$ cat config.mk
export PLATFORM = sky130hd
export DESIGN_NAME = store_align
export DESIGN_NICKNAME = d
export VERILOG_FILES = /design/src/verilog/mem_stage_pkg.sv /design/src/verilog/store_align.sv
export VERILOG_INCLUDE_DIRS = /design/src /design/src/include
export SDC_FILE = /design/constraint.sdc
export NUM_CORES = 1
export LEC_CHECK = 0
export BUFFER_PORTS_ARGS = -buffer_cell sky130_fd_sc_hd__buf_2
export CORE_ASPECT_RATIO = 1.2
export CORE_MARGIN = 8
export CORE_UTILIZATION = 29
export DETAILED_ROUTE_END_ITERATION = 16
export PLACE_DENSITY = 0.81
export SYNTH_ARGS = -nofsm -noshare
export SYNTH_HDL_FRONTEND = slang
export SYNTH_SLANG_ARGS = --single-unit
$ cat constraint.sdc
create_clock -name vclk -period 0.8
set_input_delay 0.04 -clock vclk [all_inputs]
set_output_delay 0.04 -clock vclk [all_outputs]
set_load 0.005 [all_outputs]
$ cat src/include/mem_stage_defs.svh
`ifndef MEM_STAGE_DEFS_SVH
`define MEM_STAGE_DEFS_SVH

//////////////////////////////////////////////////
// Datapath widths
//////////////////////////////////////////////////

// Data word and its byte lanes
`define WORD_WIDTH 32
`define BYTE_LANES 4		// Also the write-mask width

// Byte address seen by the memory stage
`define ADDR_BITS 16

//////////////////////////////////////////////////
// Local data memory
//////////////////////////////////////////////////

`define DMEM_WORDS 256
`define DMEM_ADDR_BITS 8	// Word index into local memory

// First byte address that goes out to the OCM
`define OCM_BASE (`DMEM_WORDS * `BYTE_LANES)

//////////////////////////////////////////////////
// Simulation budget
//////////////////////////////////////////////////

// Cycles allowed per test line before timeout
`define CYCLES_PER_TEST 40

`endif

$ cat src/verilog/mem_stage_pkg.sv
`include "mem_stage_defs.svh"

package mem_stage_pkg;

	// Basic datapath types
	typedef logic [`WORD_WIDTH-1:0] word_t;
	typedef logic [`BYTE_LANES-1:0] byte_mask_t;	// One bit per byte lane
	typedef logic [`ADDR_BITS-1:0] addr_t;			// Byte address

	// Load type, picks field and extension
	typedef enum logic [2:0] {
		DM_BYTE  = 3'd0,	// lb
		DM_HALF  = 3'd1,	// lh
		DM_WORD  = 3'd2,	// lw
		DM_BYTEU = 3'd3,	// lbu
		DM_HALFU = 3'd4		// lhu
	} dm_select_t;

	// Store size
	typedef enum logic [1:0] {
		ST_BYTE = 2'd0,
		ST_HALF = 2'd1,
		ST_WORD = 2'd2
	} store_select_t;

	// Read-modify-write ops done by the OCM unit
	typedef enum logic [2:0] {
		AMO_SWAP = 3'd0,
		AMO_ADD  = 3'd1,
		AMO_AND  = 3'd2,
		AMO_OR   = 3'd3,
		AMO_XOR  = 3'd4
	} atomic_op_t;

endpackage

$ cat src/verilog/store_align.sv
`timescale 1ns/1ns

module store_align (
	input  mem_stage_pkg::word_t         i_store_data,	// Unaligned register value
	input  logic [1:0]                   i_byte_offset,	// Low address bits
	input  mem_stage_pkg::store_select_t i_store_select,
	input  logic                         i_is_store,
	output mem_stage_pkg::word_t         o_data,		// Lane-replicated data
	output mem_stage_pkg::byte_mask_t    o_dm_write		// Byte-write enables
);
	import mem_stage_pkg::*;

	byte_mask_t lane_mask;	// Mask before the store qualifier

	// Replicate the field so every lane sees it
	always_comb begin
		case (i_store_select)
			ST_BYTE: begin
				o_data = {4{i_store_data[7:0]}};
				lane_mask = byte_mask_t'(4'b0001 << i_byte_offset);
			end
			ST_HALF: begin
				o_data = {2{i_store_data[15:0]}};
				lane_mask = i_byte_offset[1] ? 4'b1100 : 4'b0011;	// Upper or lower half
			end
			default: begin
				o_data = i_store_data;	// Full word
				lane_mask = 4'b1111;
			end
		endcase
	end

	assign o_dm_write = i_is_store ? lane_mask : '0;	// Loads never write

	// Halfword stores only start on an even byte
	always_comb begin
		if (i_is_store && i_store_select == ST_HALF)
			assert (!i_byte_offset[0])
				else $error("store_align: halfword store at odd offset %0d", i_byte_offset);
	end

endmodule
==> key figures <==
Status
  – Status: finished, violations left
  – Failing checks: setup timing

Placement
  – Gpl congestion: 0.740
  – Cells after DPL: 149
  – Port buffer count: 73
  – Placed Instance Area: 880 um^2
  – Post-place setup slack: -0.133 ns

Timing
  – Slew Limit Headroom: 0.857
  – WHS: 0.296 ns
  – Minimum clock period: 0.857 ns
  – RSZ-0062 raised after global routing: yes
  – Final setup violation count: 8
  – Final period utilization: 1.07
  – Fin. max-slew vios: 0
  – Setup ws final: -0.0566 ns
  – Final Hold Fails: 0
  – Slew @ Worst Pin: 0.214 ns
  – FMAX: 1170 MHz
  – Total Neg Setup Slack: -0.376 ns

Drt
  – DR DRC count: 0
  – Pre-Repair DR Iteration Count: 3
  – Vias/cell: 4.80
  – Starting DRT DRC Count: 10
  – Drt total wl: 2310 um
  – Routed via count: 715
  – ANT nets after route: 0
  – Wire length per cell: 15.5 um

Yosys
  – Netlist cell types: 14
  – Seq/Total Area, Yosys: 0
  – Most frequent cell after synthesis: mux2_2
  – Post-Syn Area: 514 um^2
  – Yosys warnings: 0
  – Synth cell count leaders: mux2_2 (16), buf_4 (9), mux2i_1 (8), nand2_1 (8), o21ai_0 (8)
  – Avg Cell Area, Syn: 8.04 um^2
  – Syn_nets: 101
  – Synth top area cells: mux2_2 (35%), mux2i_1 (16%), buf_4 (13%), o21ai_0 (7.8%), nand2_1 (5.8%)
  – Share of the synthesized area in the top cell type: 0.350
  – Syn Inst Count: 64
  – Post-synth top area cell: mux2_2

Die
  – Die span in y: 62.1 um
  – Total core area: 1640 um^2
  – Die X: 54.4 um
  – Starting Density: 0.313
  – # IOs: 73
  – Full die area: 3380 um^2
  – Row cnt: 16

Global route
  – GRT overflow: 0
  – Initial antenna violation count: 0
  – Largest net degree at the start of global routing: 10
  – GRT Resource Usage Total: 0.123
  – First-pass GRT wire length: 3510 um
  – Number of global-route vias before repair: 819

Finish
  – Area grow syn2layout: 99.8%
  – Area of the multi-input gates: 462 um^2
  – FF+latch area: 0 um^2
  – Share of cells above drive strength 1: 0.771
  – Antenna fix cells: 0
  – Post-route insts no fill: 149
  – Sequential cells: 0
  – Fillers: 142
  – Fin area: 1030 um^2
  – # nets final: 170
  – Util after Layout: 0.626
  – Clock buffer cells: 0

Power
  – Total chip power: 0.614 mW
  – Sw Ratio: 0.391
  – P_int: 0.374 mW
  – Sequential Power Share: 0
  – Net Sw Power: 0.240 mW
  – Cell Pwr Density: 598 nW/um^2
  – Comb pwr share: 1.000
  – Leakage: 0.575 nW
  – Clk pwr share: 0
  – VDD IR max: 0.000280 V

Job
  – Max cap viols: 0

Clock network
  – Post CTS Setup Buffer Count: 0
  – CTS Hold Bufs: 0

Critical path
  – Setup CP Type: in -> out
  – Worst EP arrival: 0.82 ns
  – Crit path capture type: output pin
  – Critical-path cell list: buf_12, nor2_8, mux2_4, buf_6
  – Critical path peak fanout: 8
  – Crit path max-delay family: multiplexers
  – Slowest stage delay, CP: 0.34 ns
  – Startpoint types: input pin
  – CP required: 0.76 ns
  – CP bufs+invs: 2
  – Slowest-stage cell, CP: mux2_4

Min path
  – Min-delay worst type: in -> out
==> cells by family after synthesis <==
logic type,share of synthesized area
simple gates,0.156
buf+inv,0.212
compound gates,0.127
mux,0.506
==> layout make-up <==
type | instances | area share
Inverter | 1 | 0.00365
Multi-Input combinational cell | 51 | 0.449
Tap cell | 18 | 0.0219
Timing Repair Buffer | 79 | 0.525
==> layer usage <==
layer	up-vias	track usage	wire length, um
met5	-	0	0
met4	0	0.00617	0
met3	0	0.0357	314
met2	45	0.241	1180
met1	317	0.122	813
li1	353	-	-
==> power by group through the flow <==
stage / Sequential, mW / Combinational, mW / Clock, mW
CTS: 0 / 0.602 / 0
finish: 0 / 0.614 / 0
global route: 0 / 0.668 / 0
detailed placement: 0 / 0.503 / 0
global placement: 0 / 0.489 / 0
floorplan: 0 / 0.248 / 0
==> cells in the final DEF (no fill, tap or decap), types with 5 or more instances in the layout <==
cell     synthesis  layout
mux2i_1          8       7
buf_2            0      63
mux2_4           0       8
buf_12           0       5
nand2_1          8       8
buf_6            2      11
o21ai_0          8       6
mux2_2          16       8
==> timing repair <==
action,in CTS,in global routing
gates resized for setup,29,6
setup endpoints to repair,27,17
endpoints found under the hold margin,0,0
pin swaps,2,1
==> final timing paths <==
path,startpoint,endpoint,cells after the start
min,i_store_data[6],o_data[6],2
max,i_store_select[0],o_data[13],4
Note: power is estimated with default switching activity, not from simulation.
