==> config.mk <==
export PLATFORM = sky130hd
export DESIGN_NAME = load_extract
export DESIGN_NICKNAME = d
export VERILOG_FILES = /design/src/verilog/mem_stage_pkg.sv /design/src/verilog/load_extract.sv
export VERILOG_INCLUDE_DIRS = /design/src /design/src/include
export SDC_FILE = /design/constraint.sdc
export NUM_CORES = 1
export LEC_CHECK = 0
export BUFFER_PORTS_ARGS = -buffer_cell sky130_fd_sc_hd__buf_2
export CELL_PAD_IN_SITES_DETAIL_PLACEMENT = 1
export CELL_PAD_IN_SITES_GLOBAL_PLACEMENT = 1
export CORE_ASPECT_RATIO = 1.25
export CORE_UTILIZATION = 24
export DETAILED_ROUTE_END_ITERATION = 6
export PLACE_DENSITY = 0.95
export SYNTH_ARGS = -nofsm -noshare
export SYNTH_HDL_FRONTEND = slang
export SYNTH_SLANG_ARGS = --single-unit
==> constraint.sdc <==
create_clock -name vclk -period 2.1
set_input_delay 0.21 -clock vclk [all_inputs]
set_output_delay 0.21 -clock vclk [all_outputs]
set_load 0.03 [all_outputs]
==> src/include/mem_stage_defs.svh <==
`ifndef MEM_STAGE_DEFS_SVH
`define MEM_STAGE_DEFS_SVH

//////////////////////////////////////////////////
// Datapath widths
//////////////////////////////////////////////////

// Data word and its byte lanes
`define WORD_WIDTH 32
`define BYTE_LANES 4		// Also the write-mask width

// Byte address seen by the memory stage
`define ADDR_BITS 16

//////////////////////////////////////////////////
// Local data memory
//////////////////////////////////////////////////

`define DMEM_WORDS 256
`define DMEM_ADDR_BITS 8	// Word index into local memory

// First byte address that goes out to the OCM
`define OCM_BASE (`DMEM_WORDS * `BYTE_LANES)

//////////////////////////////////////////////////
// Simulation budget
//////////////////////////////////////////////////

// Cycles allowed per test line before timeout
`define CYCLES_PER_TEST 40

`endif

==> src/verilog/mem_stage_pkg.sv <==
`include "mem_stage_defs.svh"

package mem_stage_pkg;

	// Basic datapath types
	typedef logic [`WORD_WIDTH-1:0] word_t;
	typedef logic [`BYTE_LANES-1:0] byte_mask_t;	// One bit per byte lane
	typedef logic [`ADDR_BITS-1:0] addr_t;			// Byte address

	// Load type, picks field and extension
	typedef enum logic [2:0] {
		DM_BYTE  = 3'd0,	// lb
		DM_HALF  = 3'd1,	// lh
		DM_WORD  = 3'd2,	// lw
		DM_BYTEU = 3'd3,	// lbu
		DM_HALFU = 3'd4		// lhu
	} dm_select_t;

	// Store size
	typedef enum logic [1:0] {
		ST_BYTE = 2'd0,
		ST_HALF = 2'd1,
		ST_WORD = 2'd2
	} store_select_t;

	// Read-modify-write ops done by the OCM unit
	typedef enum logic [2:0] {
		AMO_SWAP = 3'd0,
		AMO_ADD  = 3'd1,
		AMO_AND  = 3'd2,
		AMO_OR   = 3'd3,
		AMO_XOR  = 3'd4
	} atomic_op_t;

endpackage

==> src/verilog/load_extract.sv <==
`timescale 1ns/1ns

module load_extract (
	input  mem_stage_pkg::word_t      i_data,			// Raw memory word
	input  logic [1:0]                i_byte_offset,	// Low address bits
	input  mem_stage_pkg::dm_select_t i_dm_select,		// Load type
	output mem_stage_pkg::word_t      o_load_data		// Extended result
);
	import mem_stage_pkg::*;

	logic [7:0] byte_field;
	logic [15:0] half_field;

	//////////////////////////////////////////////////
	// Field select
	//////////////////////////////////////////////////

	// Byte at offset*8
	assign byte_field = i_data[{i_byte_offset, 3'b000} +: 8];

	// Halfword picked by bit 1 only
	assign half_field = i_byte_offset[1] ? i_data[31:16] : i_data[15:0];

	//////////////////////////////////////////////////
	// Extension
	//////////////////////////////////////////////////

	always_comb begin
		case (i_dm_select)
			DM_BYTE: begin
				o_load_data = {{24{byte_field[7]}}, byte_field};	// Sign extend
			end
			DM_BYTEU: begin
				o_load_data = {24'd0, byte_field};
			end
			DM_HALF: begin
				o_load_data = {{16{half_field[15]}}, half_field};	// Sign extend
			end
			DM_HALFU: begin
				o_load_data = {16'd0, half_field};
			end
			default: begin
				o_load_data = i_data;	// lw passes through
			end
		endcase
	end

endmodule

==> results.yml <==
floorplan:
  start_util: 0.259
  die-area_sq_um: 3190
  chipHeight_microns: 62.9
  num_io_pins: 69
  core_area_sq_um: 2760
  die_w_microns: 50.8
  rows: 21
cells_and_area:
  final_cells: 203
  n_antenna_cell: 0
  syn_to_final_growth_pct: 57.7
  nFlopsAndLatches: 0
  seq_area_sq_um: 0
  fillers: 361
  final_area_sq_um: 1120
  drive_gt1_frac: 0.479
  clkbuf_count: 0
  final_common_cell: "buf_2"
  layout.nets: 208
  final_cell_mix: "69 x buf_2, 16 x a21o_1, 12 x nand2_1"
pwr:
  power_density_nw_per_um2: 376
  swShare: 0.640
  power.net_switching_mw: 0.271
  combPwrFrac: 1.000
  p_clk_frac: 0
  p_int_mw: 0.152
  ir_drop_uv: 209
  p_leak_nw: 0.703
  seq_power_share: 0
sta:
  fin_ws_ns: 0.157
  timing.final.crit_share: 0.925
  finalSetupViolCount: 0
  worst_pin_slew_ns: 0.603
  fin_hold_ws_ns: 0.784
  fmax_ghz: 0.515
  rsz0062_at_grt: "no"
  final_hold_viol_count: 0
  min_period_ns: 1.94
  slew-limit-headroom: 0.587
  drv_slew: 0
synthesis:
  syn_area_per_cell_sq_um: 7.06
  yosysWarnings: 0
  netlist_area_sq_um: 713
  seq_area_frac_synth: 0
  syn_nets: 138
  syn_inst: 101
  synth_cell_type_count: 27
critical_path:
  start_kind: "input port"
  worstSetupEndpointType: "output pin"
  cp_data_required_time_ns: 1.89
  cp.arrival_ns: 1.73
  critPathKind: "in -> out"
  path_max_fanout: 13
grt:
  grt_busiest_layer: "met2"
  grt_max_degree: 17
  grt_use_total: 0.197
  grt_pass1_vias: 1161
  grt_antenna_before_repair: 0
  globalRouteMet1Util: 0.246
  grt_pass1_wl_microns: 5060
  met2_usage: 0.372
  use_met3: 0.00973
  overflow: 0
hold_path:
  hp-class: "in -> out"
routing:
  ant_nets: 0
  drt_iter0_markers: 30
  via_per_inst: 5.47
  drc: 0
  drt_first_pass_iters: 4
  routed_wl_microns: 3180
  vias: 1111
  wl_per_cell_microns: 15.7
placed_design:
  place_inst: 202
  gp_congestion: 0.766
  portBuffers: 69
  place_ws_ns: -0.0245
  hpwlAfterDp_microns: 2610
  place_area_sq_um: 1100
run:
  maxCapViolCount: 0
status:
  outcome: "complete, no violations"
[routing by layer]
metal  wire length (microns)  vias to the layer above
li1                        -                      526
met1                    1330                      513
met2                    1640                       70
met3                     184                        2
met4                      21                        0
met5                       0                        -
[power by group through the flow]
stage                     logic [mW]  clock network [mW]  registers, mW
after floorplan                0.279                   0              0
after global placement         0.410                   0              0
after detailed placement       0.418                   0              0
after CTS                      0.419                   0              0
after global routing           0.449                   0              0
final                          0.423                   0              0
[synth_stat cells]
master,count,area share
a21o_1,16,0.17
nand2_1,12,0.063
mux2i_1,11,0.15
nor2_1,9,0.047
a221o_1,8,0.11
a22oi_1,8,0.084
a21oi_1,5,0.035
buf_2,3,0.021
clkbuf_1,3,0.016
nand2b_1,3,0.026
buf_4,2,0.021
nor2b_1,2,0.018
nor3_1,2,0.014
o21ai_0,2,0.014
o21bai_1,2,0.021
or3_1,2,0.018
a2111oi_4,1,0.039
and4b_1,1,0.014
buf_1,1,0.0053
buf_6,1,0.016
inv_1,1,0.0053
mux4_2,1,0.032
nor2_2,1,0.0088
o211ai_1,1,0.011
o221ai_1,1,0.012
o31a_1,1,0.012
xnor2_1,1,0.012
[what timing repair did]
item                                    CTS  global route
buffers inserted                          0             1
hold buffers                              0             0
hold endpoints to repair                  0             0
pin swaps                                 1             1
endpoints found under the setup margin   15            16
gates resized for setup                   0             0
[stage by stage]
stage | total power [mW] | setup TNS [ns] | utilization
CTS | 0.419 | 0 | 0.400
detailed placement | 0.418 | -0.0685 | 0.400
finish | 0.423 | 0 | 0.408
global placement | 0.410 | 0 | 0.400
floorplan | 0.279 | 0 | -
global route | 0.449 | 0 | 0.408
[final cells by class]
cell class,count,area (sq um),share of cell area
inverters,1,3.75,0.00334
multi-input cells,90,653,0.581
well taps,34,42.5,0.0378
repair buffers,78,425,0.378
[logic make-up after synthesis]
group                     synth area share
buffers and inverters               0.0842
AOI/OAI and AO/OA                    0.509
xor gates and xnor gates            0.0123
muxes                                0.186
and+or+nand+nor                      0.209
[worst max-delay path: stages]
cell and delay [ns]:
buf_2 0.24, nand2b_1 0.21, o211ai_1 0.09, a21oi_1 0.49
a221o_1 0.28, buf_2 0.20
[path summary, 6_finish.rpt]
| check | cells after the start | to | startpoint | slack [ns] |
|---|---|---|---|---|
| worst min-delay path | 3 | o_load_data[21] | i_data[21] | 0.78 |
| worst max-delay path | 6 | o_load_data[2] | i_dm_select[2] | 0.16 |
(Power assumes the default switching activity.)
