### src/include/mem_stage_defs.svh
`ifndef MEM_STAGE_DEFS_SVH
`define MEM_STAGE_DEFS_SVH

//////////////////////////////////////////////////
// Datapath widths
//////////////////////////////////////////////////

// Data word and its byte lanes
`define WORD_WIDTH 32
`define BYTE_LANES 4		// Also the write-mask width

// Byte address seen by the memory stage
`define ADDR_BITS 16

//////////////////////////////////////////////////
// Local data memory
//////////////////////////////////////////////////

`define DMEM_WORDS 256
`define DMEM_ADDR_BITS 8	// Word index into local memory

// First byte address that goes out to the OCM
`define OCM_BASE (`DMEM_WORDS * `BYTE_LANES)

//////////////////////////////////////////////////
// Simulation budget
//////////////////////////////////////////////////

// Cycles allowed per test line before timeout
`define CYCLES_PER_TEST 40

`endif

### src/verilog/mem_stage_pkg.sv
`include "mem_stage_defs.svh"

package mem_stage_pkg;

	// Basic datapath types
	typedef logic [`WORD_WIDTH-1:0] word_t;
	typedef logic [`BYTE_LANES-1:0] byte_mask_t;	// One bit per byte lane
	typedef logic [`ADDR_BITS-1:0] addr_t;			// Byte address

	// Load type, picks field and extension
	typedef enum logic [2:0] {
		DM_BYTE  = 3'd0,	// lb
		DM_HALF  = 3'd1,	// lh
		DM_WORD  = 3'd2,	// lw
		DM_BYTEU = 3'd3,	// lbu
		DM_HALFU = 3'd4		// lhu
	} dm_select_t;

	// Store size
	typedef enum logic [1:0] {
		ST_BYTE = 2'd0,
		ST_HALF = 2'd1,
		ST_WORD = 2'd2
	} store_select_t;

	// Read-modify-write ops done by the OCM unit
	typedef enum logic [2:0] {
		AMO_SWAP = 3'd0,
		AMO_ADD  = 3'd1,
		AMO_AND  = 3'd2,
		AMO_OR   = 3'd3,
		AMO_XOR  = 3'd4
	} atomic_op_t;

endpackage

### src/verilog/ocm_atomic_unit.sv
`timescale 1ns/1ns

module ocm_atomic_unit (
	input  logic                      clk,
	input  logic                      i_reset,
	input  logic                      i_start,		// One cycle, unit idle
	input  logic                      i_is_load,
	input  logic                      i_is_atomic,
	input  mem_stage_pkg::atomic_op_t i_atomic_op,
	input  mem_stage_pkg::addr_t      i_addr,
	input  mem_stage_pkg::byte_mask_t i_dm_write,
	input  mem_stage_pkg::word_t      i_data,		// Store data or AMO operand
	input  logic                      i_grant,
	input  mem_stage_pkg::word_t      i_ocm_data,	// Valid the cycle after grant
	output logic                      o_request,
	output mem_stage_pkg::addr_t      o_ocm_addr,
	output mem_stage_pkg::byte_mask_t o_ocm_dm_write,
	output mem_stage_pkg::word_t      o_ocm_data,
	output logic                      o_done,		// End of sequence pulse
	output mem_stage_pkg::word_t      o_old_data	// Word read from the OCM
);
	import mem_stage_pkg::*;

	typedef enum logic [1:0] {
		S_IDLE    = 2'd0,
		S_REQ     = 2'd1,	// First access, read or write
		S_RD_WAIT = 2'd2,	// Read data arrives
		S_WR_REQ  = 2'd3	// AMO write-back
	} state_t;

	state_t state;
	logic done_q;
	logic is_load_q;
	logic is_atomic_q;
	atomic_op_t op_q;
	addr_t addr_q;
	byte_mask_t mask_q;
	word_t data_q;
	word_t old_q;
	word_t amo_result;

	//////////////////////////////////////////////////
	// Sequencer
	//////////////////////////////////////////////////

	always_ff @(posedge clk) begin
		if (i_reset) begin
			state <= S_IDLE;
			done_q <= 1'b0;
		end else begin
			done_q <= 1'b0;	// Pulse by default low
			case (state)
				S_IDLE: begin
					if (i_start)
						state <= S_REQ;
				end
				S_REQ: begin
					if (i_grant) begin
						if (is_load_q || is_atomic_q) begin
							state <= S_RD_WAIT;
						end else begin
							state <= S_IDLE;	// Plain store finished
							done_q <= 1'b1;
						end
					end
				end
				S_RD_WAIT: begin
					if (is_atomic_q) begin
						state <= S_WR_REQ;	// Second access
					end else begin
						state <= S_IDLE;
						done_q <= 1'b1;
					end
				end
				default: begin
					if (i_grant) begin
						state <= S_IDLE;
						done_q <= 1'b1;
					end
				end
			endcase
		end
	end

	// AMO ALU, memory word against operand
	always_comb begin
		case (op_q)
			AMO_ADD: amo_result = i_ocm_data + data_q;
			AMO_AND: amo_result = i_ocm_data & data_q;
			AMO_OR:  amo_result = i_ocm_data | data_q;
			AMO_XOR: amo_result = i_ocm_data ^ data_q;
			default: amo_result = data_q;	// Swap
		endcase
	end

	// Operation capture and read data
	always_ff @(posedge clk) begin
		if (state == S_IDLE && i_start) begin
			is_load_q <= i_is_load;
			is_atomic_q <= i_is_atomic;
			op_q <= i_atomic_op;
			addr_q <= i_addr;
			mask_q <= i_dm_write;
			data_q <= i_data;
		end
		if (state == S_RD_WAIT) begin
			old_q <= i_ocm_data;
			if (is_atomic_q)
				data_q <= amo_result;	// Value for write-back
		end
	end

	//////////////////////////////////////////////////
	// OCM outputs
	//////////////////////////////////////////////////

	assign o_request = (state == S_REQ) || (state == S_WR_REQ);

	always_comb begin
		case (state)
			S_REQ:    o_ocm_dm_write = (is_load_q || is_atomic_q) ? '0 : mask_q;
			S_WR_REQ: o_ocm_dm_write = '1;	// AMOs are full word
			default:  o_ocm_dm_write = '0;
		endcase
	end

	assign o_ocm_addr = addr_q;
	assign o_ocm_data = data_q;
	assign o_done = done_q;
	assign o_old_data = old_q;

	// Request is a level held until granted
	assert property (@(posedge clk) disable iff (i_reset)
			(o_request && !i_grant) |=> o_request)
		else $error("ocm_atomic_unit: request dropped without grant");

endmodule

### config.mk
export PLATFORM = sky130hd
export DESIGN_NAME = ocm_atomic_unit
export DESIGN_NICKNAME = d
export VERILOG_FILES = /design/src/verilog/mem_stage_pkg.sv /design/src/verilog/ocm_atomic_unit.sv
export VERILOG_INCLUDE_DIRS = /design/src /design/src/include
export SDC_FILE = /design/constraint.sdc
export NUM_CORES = 1
export LEC_CHECK = 0
export BUFFER_PORTS_ARGS = -buffer_cell sky130_fd_sc_hd__buf_2
export CELL_PAD_IN_SITES_DETAIL_PLACEMENT = 1
export CELL_PAD_IN_SITES_GLOBAL_PLACEMENT = 1
export CORE_MARGIN = 2
export CORE_UTILIZATION = 44
export DETAILED_ROUTE_END_ITERATION = 6
export PLACE_DENSITY = 0.94
export SLEW_MARGIN = 40
export SYNTH_ARGS = -nofsm -noshare
export SYNTH_HDL_FRONTEND = slang
export SYNTH_SLANG_ARGS = --single-unit
export TNS_END_PERCENT = 1
### constraint.sdc
create_clock -name clk -period 4.83 [get_ports clk]
set_input_delay 0.7245 -clock clk [delete_from_list [all_inputs] [get_ports clk]]
set_output_delay 0.7245 -clock clk [all_outputs]
set_load 0.05 [all_outputs]
==> results of run 1 <==
==> cells by family (layout without fill, tap and decap cells) <==
logic type,after synthesis,in the layout,share of synthesized area (%)
AOI/OAI and AO/OA,233,233,23.45
xor gates and xnor gates,11,11,1.419
adders and majority gates,65,65,12.09
buffers and inverters,119,281,7.926
DFF,92,92,40.26
muxes,12,12,1.825
and+or+nand+nor,191,191,13.03
==> synth_stat cells, types with 8 or more instances <==
master	instances	area [sq um]
a22oi_1	18	135.1
o21ai_0	26	130.1
a211oi_1	20	150.1
inv_1	72	270.3
a21o_1	11	82.58
nor3_1	10	50.05
mux2i_1	9	90.09
nor2b_1	8	50.05
nor2_1	35	131.4
ha_1	64	800.8
buf_2	9	45.04
edfxtp_1	89	2673
o22ai_1	14	87.58
a31oi_1	26	162.7
a21oi_1	58	290.3
nand3_1	12	60.06
clkbuf_1	24	90.09
nand2_1	85	319.1
==> registers in the layout, summed over array words and instances, names as in the netlist, 2 cells and up <==
| register | flops |
|---|---|
| op_q | 3 |
| o_ocm_addr | 16 |
| mask_q | 4 |
| o_ocm_data | 32 |
| state | 2 |
| o_old_data | 32 |
==> path summary, 6_finish.rpt <==
path | start | endpoint | depth (start not counted)
worst max-delay path | i_ocm_data[0] | o_ocm_data[16] | 11
worst min-delay path | i_addr[8] | o_ocm_addr[8] | 1
worst max register to register | o_ocm_data[0] | o_ocm_data[16] | 10
worst min register to register | is_atomic_q | o_done | 2
==> power groups by stage <==
stage	sequential (mW)	clock, mW	combinational, mW
after floorplan	1.37	0	0.837
after global placement	1.09	0	1.42
after detailed placement	1.10	0	1.48
after CTS	1.08	0.784	1.49
after global routing	1.09	0.812	1.63
final	1.08	0.774	1.51
==> metal layers <==
metal,track usage [%],wire length (um)
met5,0,0
met4,11.51,626
met3,4.257,1536
met2,44.34,10490
met1,33.78,9080
==> per-stage QoR <==
stage	cell area (sq um)	utilization, %	power, mW
4_1_cts	8080	53.35	3.359
6_report	8080	53.35	3.364
3_3_place_gp	7765	51.27	2.509
5_1_grt	8080	53.35	3.535
3_5_place_dp	7765	51.27	2.572
2_1_floorplan	6788	-	2.206
==> cell type report <==
type | count | area, sq um
Fill cell | 1793 | 7066
Clock inverter | 7 | 90.09
Multi-Input combinational cell | 512 | 3527
Tap cell | 188 | 235.2
Timing Repair Buffer | 192 | 996.0
Clock buffer | 9 | 225.2
Inverter | 73 | 274.0
Sequential cell | 92 | 2733
==> worst reg2reg max path, cell delays in order (launching register included) <==
cell      delay, ns
edfxtp_1       0.46
ha_1           0.26
fa_1           0.40
a21o_1         0.21
a311oi_1       0.38
nor2_1         0.14
a31oi_1        0.42
o21bai_1       0.15
mux2_1         0.33
a211oi_1       0.24
a31oi_1        0.07
==> qor.yml, run 1 <==
status: "completed"
arrival_ns: 3.40
required_ns: 4.91
nets: 1038
synth_ff_type: "edfxtp_1"
grt_max_degree: 54
drt_iter0_markers: 471
slowest_delay_ns: 0.42
slowest_stage: "a31oi_1"
critPathMostFrequentCell: "a31oi_1"
critPathCaptureType: "flop"
vias: 6450
rsz0062_at_grt: "no"
place_ws_ns: 1.250
grt_util_all_layers_pct: 26.44
finalSetupViolations: 0
netlist_area_sq_mm: 0.006788
layout_min_cycle_time_ns: 3.328
dieArea_sq_mm: 0.01644
grt_antenna_before_repair: 0
synth-seq-cells: 92
htreeDepth: 3
yosysSeqAreaShare_pct: 40.26
async_flop_share_pct: 0
die_w_um: 128.2
worst_pin_slew_ns: 0.7314
cts_made_buffers: 9
power_density_mw_per_mm2: 416.3
drv_slew: 0
port_buffers: 178
cts_tree: "built"
whs_ns: 0.5282
grt_pass1_wl_um: 34040
ys_warn_count: 0
crit_type: "input pin to flop"
overflow: 0
place_congestion: 0.8890
crit_family: "compound AO/OA/AOI/OAI gates"
combPwrFrac_pct: 44.9
path_buf_inv: 1
syn_nets: 881
setup-tns-final_ns: 0
drive_gt1_share_pct: 26.10
wirelength_um: 21740
ios: 179
vdd.ir_drop.worst_uv: 205.9
cts.sinks: 92
max_freq_mhz: 300.4
finalCritPeriodShare_pct: 68.91
dpl.hpwl_um: 15650
drtPass1Iterations: 5
synth_edf_count: 89
clock_path_buffers: 2
cts_hold_buf: 0
final_cell_mix: "buf_2, edfxtp_1, nand2_1, inv_1, ha_1"
die_h_um: 128.2
relSlewSlack_pct: 51.12
p_seq_share_pct: 32.1
grt_pass1_vias: 6610
cts_resized: 0
layout_commonest_cell: "buf_2"
clkPwrFrac_pct: 23.0
start_util_pct: 44.82
wl_per_cell_um: 20.26
drc_errors: 0
synth.distinct_cells: 71
clock_skew_ns: 0.01215
crit_chain: "buf_2 > ha_1 > fa_1 > a21o_1 > a311oi_1 > nor2_1 > a31oi_1 > o21bai_1 > mux2_1 > a211oi_1 > a31oi_1"
drtAntennaViolNets: 0
rows: 45
switching_share_pct: 43.67
startpoint_type: "input pin"
rrSetupSlack_ns: 1.50
p_int_mw: 1.895
power_switching_mw: 1.469
avgViaCountPerCell: 6.011
synth_cells: 723
post_cts_buffers: 0
setup_ws_ns: 1.502
finalNonFillerCells: 1073
hold_viol: 0
p_leak_nw: 3.616
diodes: 0
cts.clk_slew.worst_paths_ns: 0.08
dp.cells: 1057
clockRootBuffer: "clkbuf_16"
clk_latency_ns: 0.37
cp_max_fo: 3
hold_path_class: "input pin to flop"
coreArea_sq_mm: 0.01515
syn-mean-instance-area_sq_um: 9.388
drv_cap: 0
area_growth_pct: 19.04
Note: power is estimated with default switching activity, not from simulation.
==> run 2, diff against run 1 <==
- CORE_UTILIZATION: 44 -> 37
- PLACE_DENSITY: 0.94 -> 0.85
- clock period: 4.83 -> 3 ns (I/O delays scaled with it)
==> qor.yml, run 2 (synthesis gave the netlist of run 1 again) <==
coreArea_sq_mm: 0.01796  # +19%
place_congestion: 0.9001  # +1.2%
layout_commonest_cell: "buf_2"
cts.sinks: 92  # unchanged
max_freq_mhz: 350.7
clkPwrFrac_pct: 22.3  # -0.7 points
cts_tree: "built"
diodes: 0  # unchanged
violations: "design-rule violations"
ios: 179  # unchanged
p_total_mw: 5.620  # +67%
rsz0062_at_grt: "no"
grt_antenna_before_repair: 0  # unchanged
nets: 1077  # +3.8%
wl_per_cell_um: 19.64  # -3.1%
grt_util_all_layers_pct: 23.06  # -3.4 points
r2r_cells: 10  # unchanged
whs_path_depth: 1  # unchanged
grt_max_degree: 39  # -28%
area_growth_pct: 25.07
drtAntennaViolNets: 0  # unchanged
dieArea_sq_mm: 0.01944  # +18%
power_switching_mw: 2.430  # +65%
arrival_ns: 2.96  # -0.44 ns
grt_pass1_wl_um: 35780  # +5.1%
final_cell_mix: "buf_2, edfxtp_1, nand2_1, inv_1, ha_1"
hold_viol: 0  # unchanged
clock_path_buffers: 2  # unchanged
switching_share_pct: 43.23  # -0.44 points
drive_gt1_share_pct: 30.30  # +4.2 points
die_h_um: 139.4  # +8.8%
setup_ws_ns: 0.1488  # -1.353 ns
drtPass1Iterations: 7  # +2
place_ws_ns: -0.2512  # -1.501 ns
status: "complete, but fails checks"
cts_made_buffers: 9  # unchanged
htreeDepth: 3  # unchanged
clock_skew_ns: 0.007489  # -0.004657 ns
vdd.ir_drop.worst_uv: 344.6  # +67%
p_leak_nw: 3.809  # +5.3%
drc_errors: 1  # +1
rows: 49  # +8.9%
combPwrFrac_pct: 46.8  # +1.9 points
grt_pass1_vias: 6641  # +0.47%
port_buffers: 178  # unchanged
drv_cap: 0  # unchanged
finalCritPeriodShare_pct: 95.04
clockRootBuffer: "clkbuf_16"
required_ns: 3.11  # -1.80 ns
finalNonFillerCells: 1153  # +7.5%
p_seq_share_pct: 30.9  # -1.2 points
drt_iter0_markers: 405  # -14%
critPathCaptureType: "flop"
start_util_pct: 37.79  # -7.0 points
cp_max_fo: 7  # +4
vias: 6529  # +1.2%
crit_type: "flop to flop"
p_int_mw: 3.190  # +68%
overflow: 0  # unchanged
dp.cells: 1135  # +7.4%
layout_min_cycle_time_ns: 2.851
clk_latency_ns: 0.36  # about the same
wirelength_um: 22640  # +4.2%
finalSetupViolations: 0  # unchanged
relSlewSlack_pct: 61.34  # +10 points
startpoint_type: "flop"
cts.clk_slew.worst_paths_ns: 0.08  # about the same
drv_slew: 0  # unchanged
cts_hold_buf: 0  # unchanged
hold_path_class: "input pin to flop"
worst_pin_slew_ns: 0.5799  # -0.1515 ns
die_w_um: 139.4  # +8.8%
avgViaCountPerCell: 5.663  # -5.8%
dpl.hpwl_um: 16600  # +6.1%
power_density_mw_per_mm2: 662.0  # +59%
## run 2: cell count changes in the layout (fill, tap and decap cells not counted), sizes merged
cell / delta
buf: +39
clkinv: -1
inv: +1
## run 2: layout make-up
class	count	area (sq um)
fill	2132	9474
clock buffer	9	225.2
inverter	73	274.0
timing repair buffer	231	1289
sequential	92	2733
clock inverter	7	87.58
tap	229	286.5
multi-input combinational	512	3595
## run 2: per-layer routing
layer / vias up / part of all wire, % / global-route usage [%]
met5: - / 0 / 0
met4: 0 / 1.7 / 7.815
met3: 23 / 6.2 / 3.785
met2: 255 / 48 / 38.60
met1: 3204 / 44 / 30.38
li1: 3047 / - / -
## run 2: what timing repair did
| item | in CTS | in global routing |
|---|---|---|
| setup buffers | 0 | 2 |
| cloned | 0 | 0 |
| pin swaps | 1 | 4 |
| gates resized for setup | 3 | 11 |
| setup endpoints to repair | 3 | 13 |
## run 2: per-stage QoR
step / cell area [sq um] / util, % / hold slack, ns / TNS (ns)
6_report: 8489 / 47.26 / 0.2537 / 0
5_1_grt: 8489 / 47.26 / 0.2467 / 0
4_1_cts: 8426 / 46.90 / 0.2471 / 0
3_5_place_dp: 8097 / 45.07 / 0.6284 / -1.290
3_3_place_gp: 8097 / 45.07 / 0.6268 / -0.5054
2_1_floorplan: 6790 / - / 0.5191 / -0.2275
## run 2: final timing paths
kind	end	startpoint	slack [ns]
max	o_ocm_data[17]	o_ocm_data[8]	0.15
min	o_ocm_addr[7]	i_addr[7]	0.25
max reg2reg	o_ocm_data[17]	o_ocm_data[8]	0.15
min reg2reg	state[1]	state[0]	0.66
## run 2: power groups by stage
stage	combinational, mW	clock (mW)	sequential [mW]
6_report	2.63	1.25	1.74
5_1_grt	2.83	1.31	1.77
4_1_cts	2.56	1.28	1.74
3_5_place_dp	2.51	0	1.77
3_3_place_gp	2.45	0	1.75
2_1_floorplan	1.35	0	2.20
## run 2: critical path: stages (launching register included)
cell,delay [ns]
edfxtp_1,0.41
inv_1,0.06
ha_1,0.37
a21oi_1,0.26
o211ai_1,0.13
a21bo_2,0.25
or2_2,0.31
a21oi_1,0.21
mux2_2,0.35
a21oi_1,0.19
a31oi_1,0.06
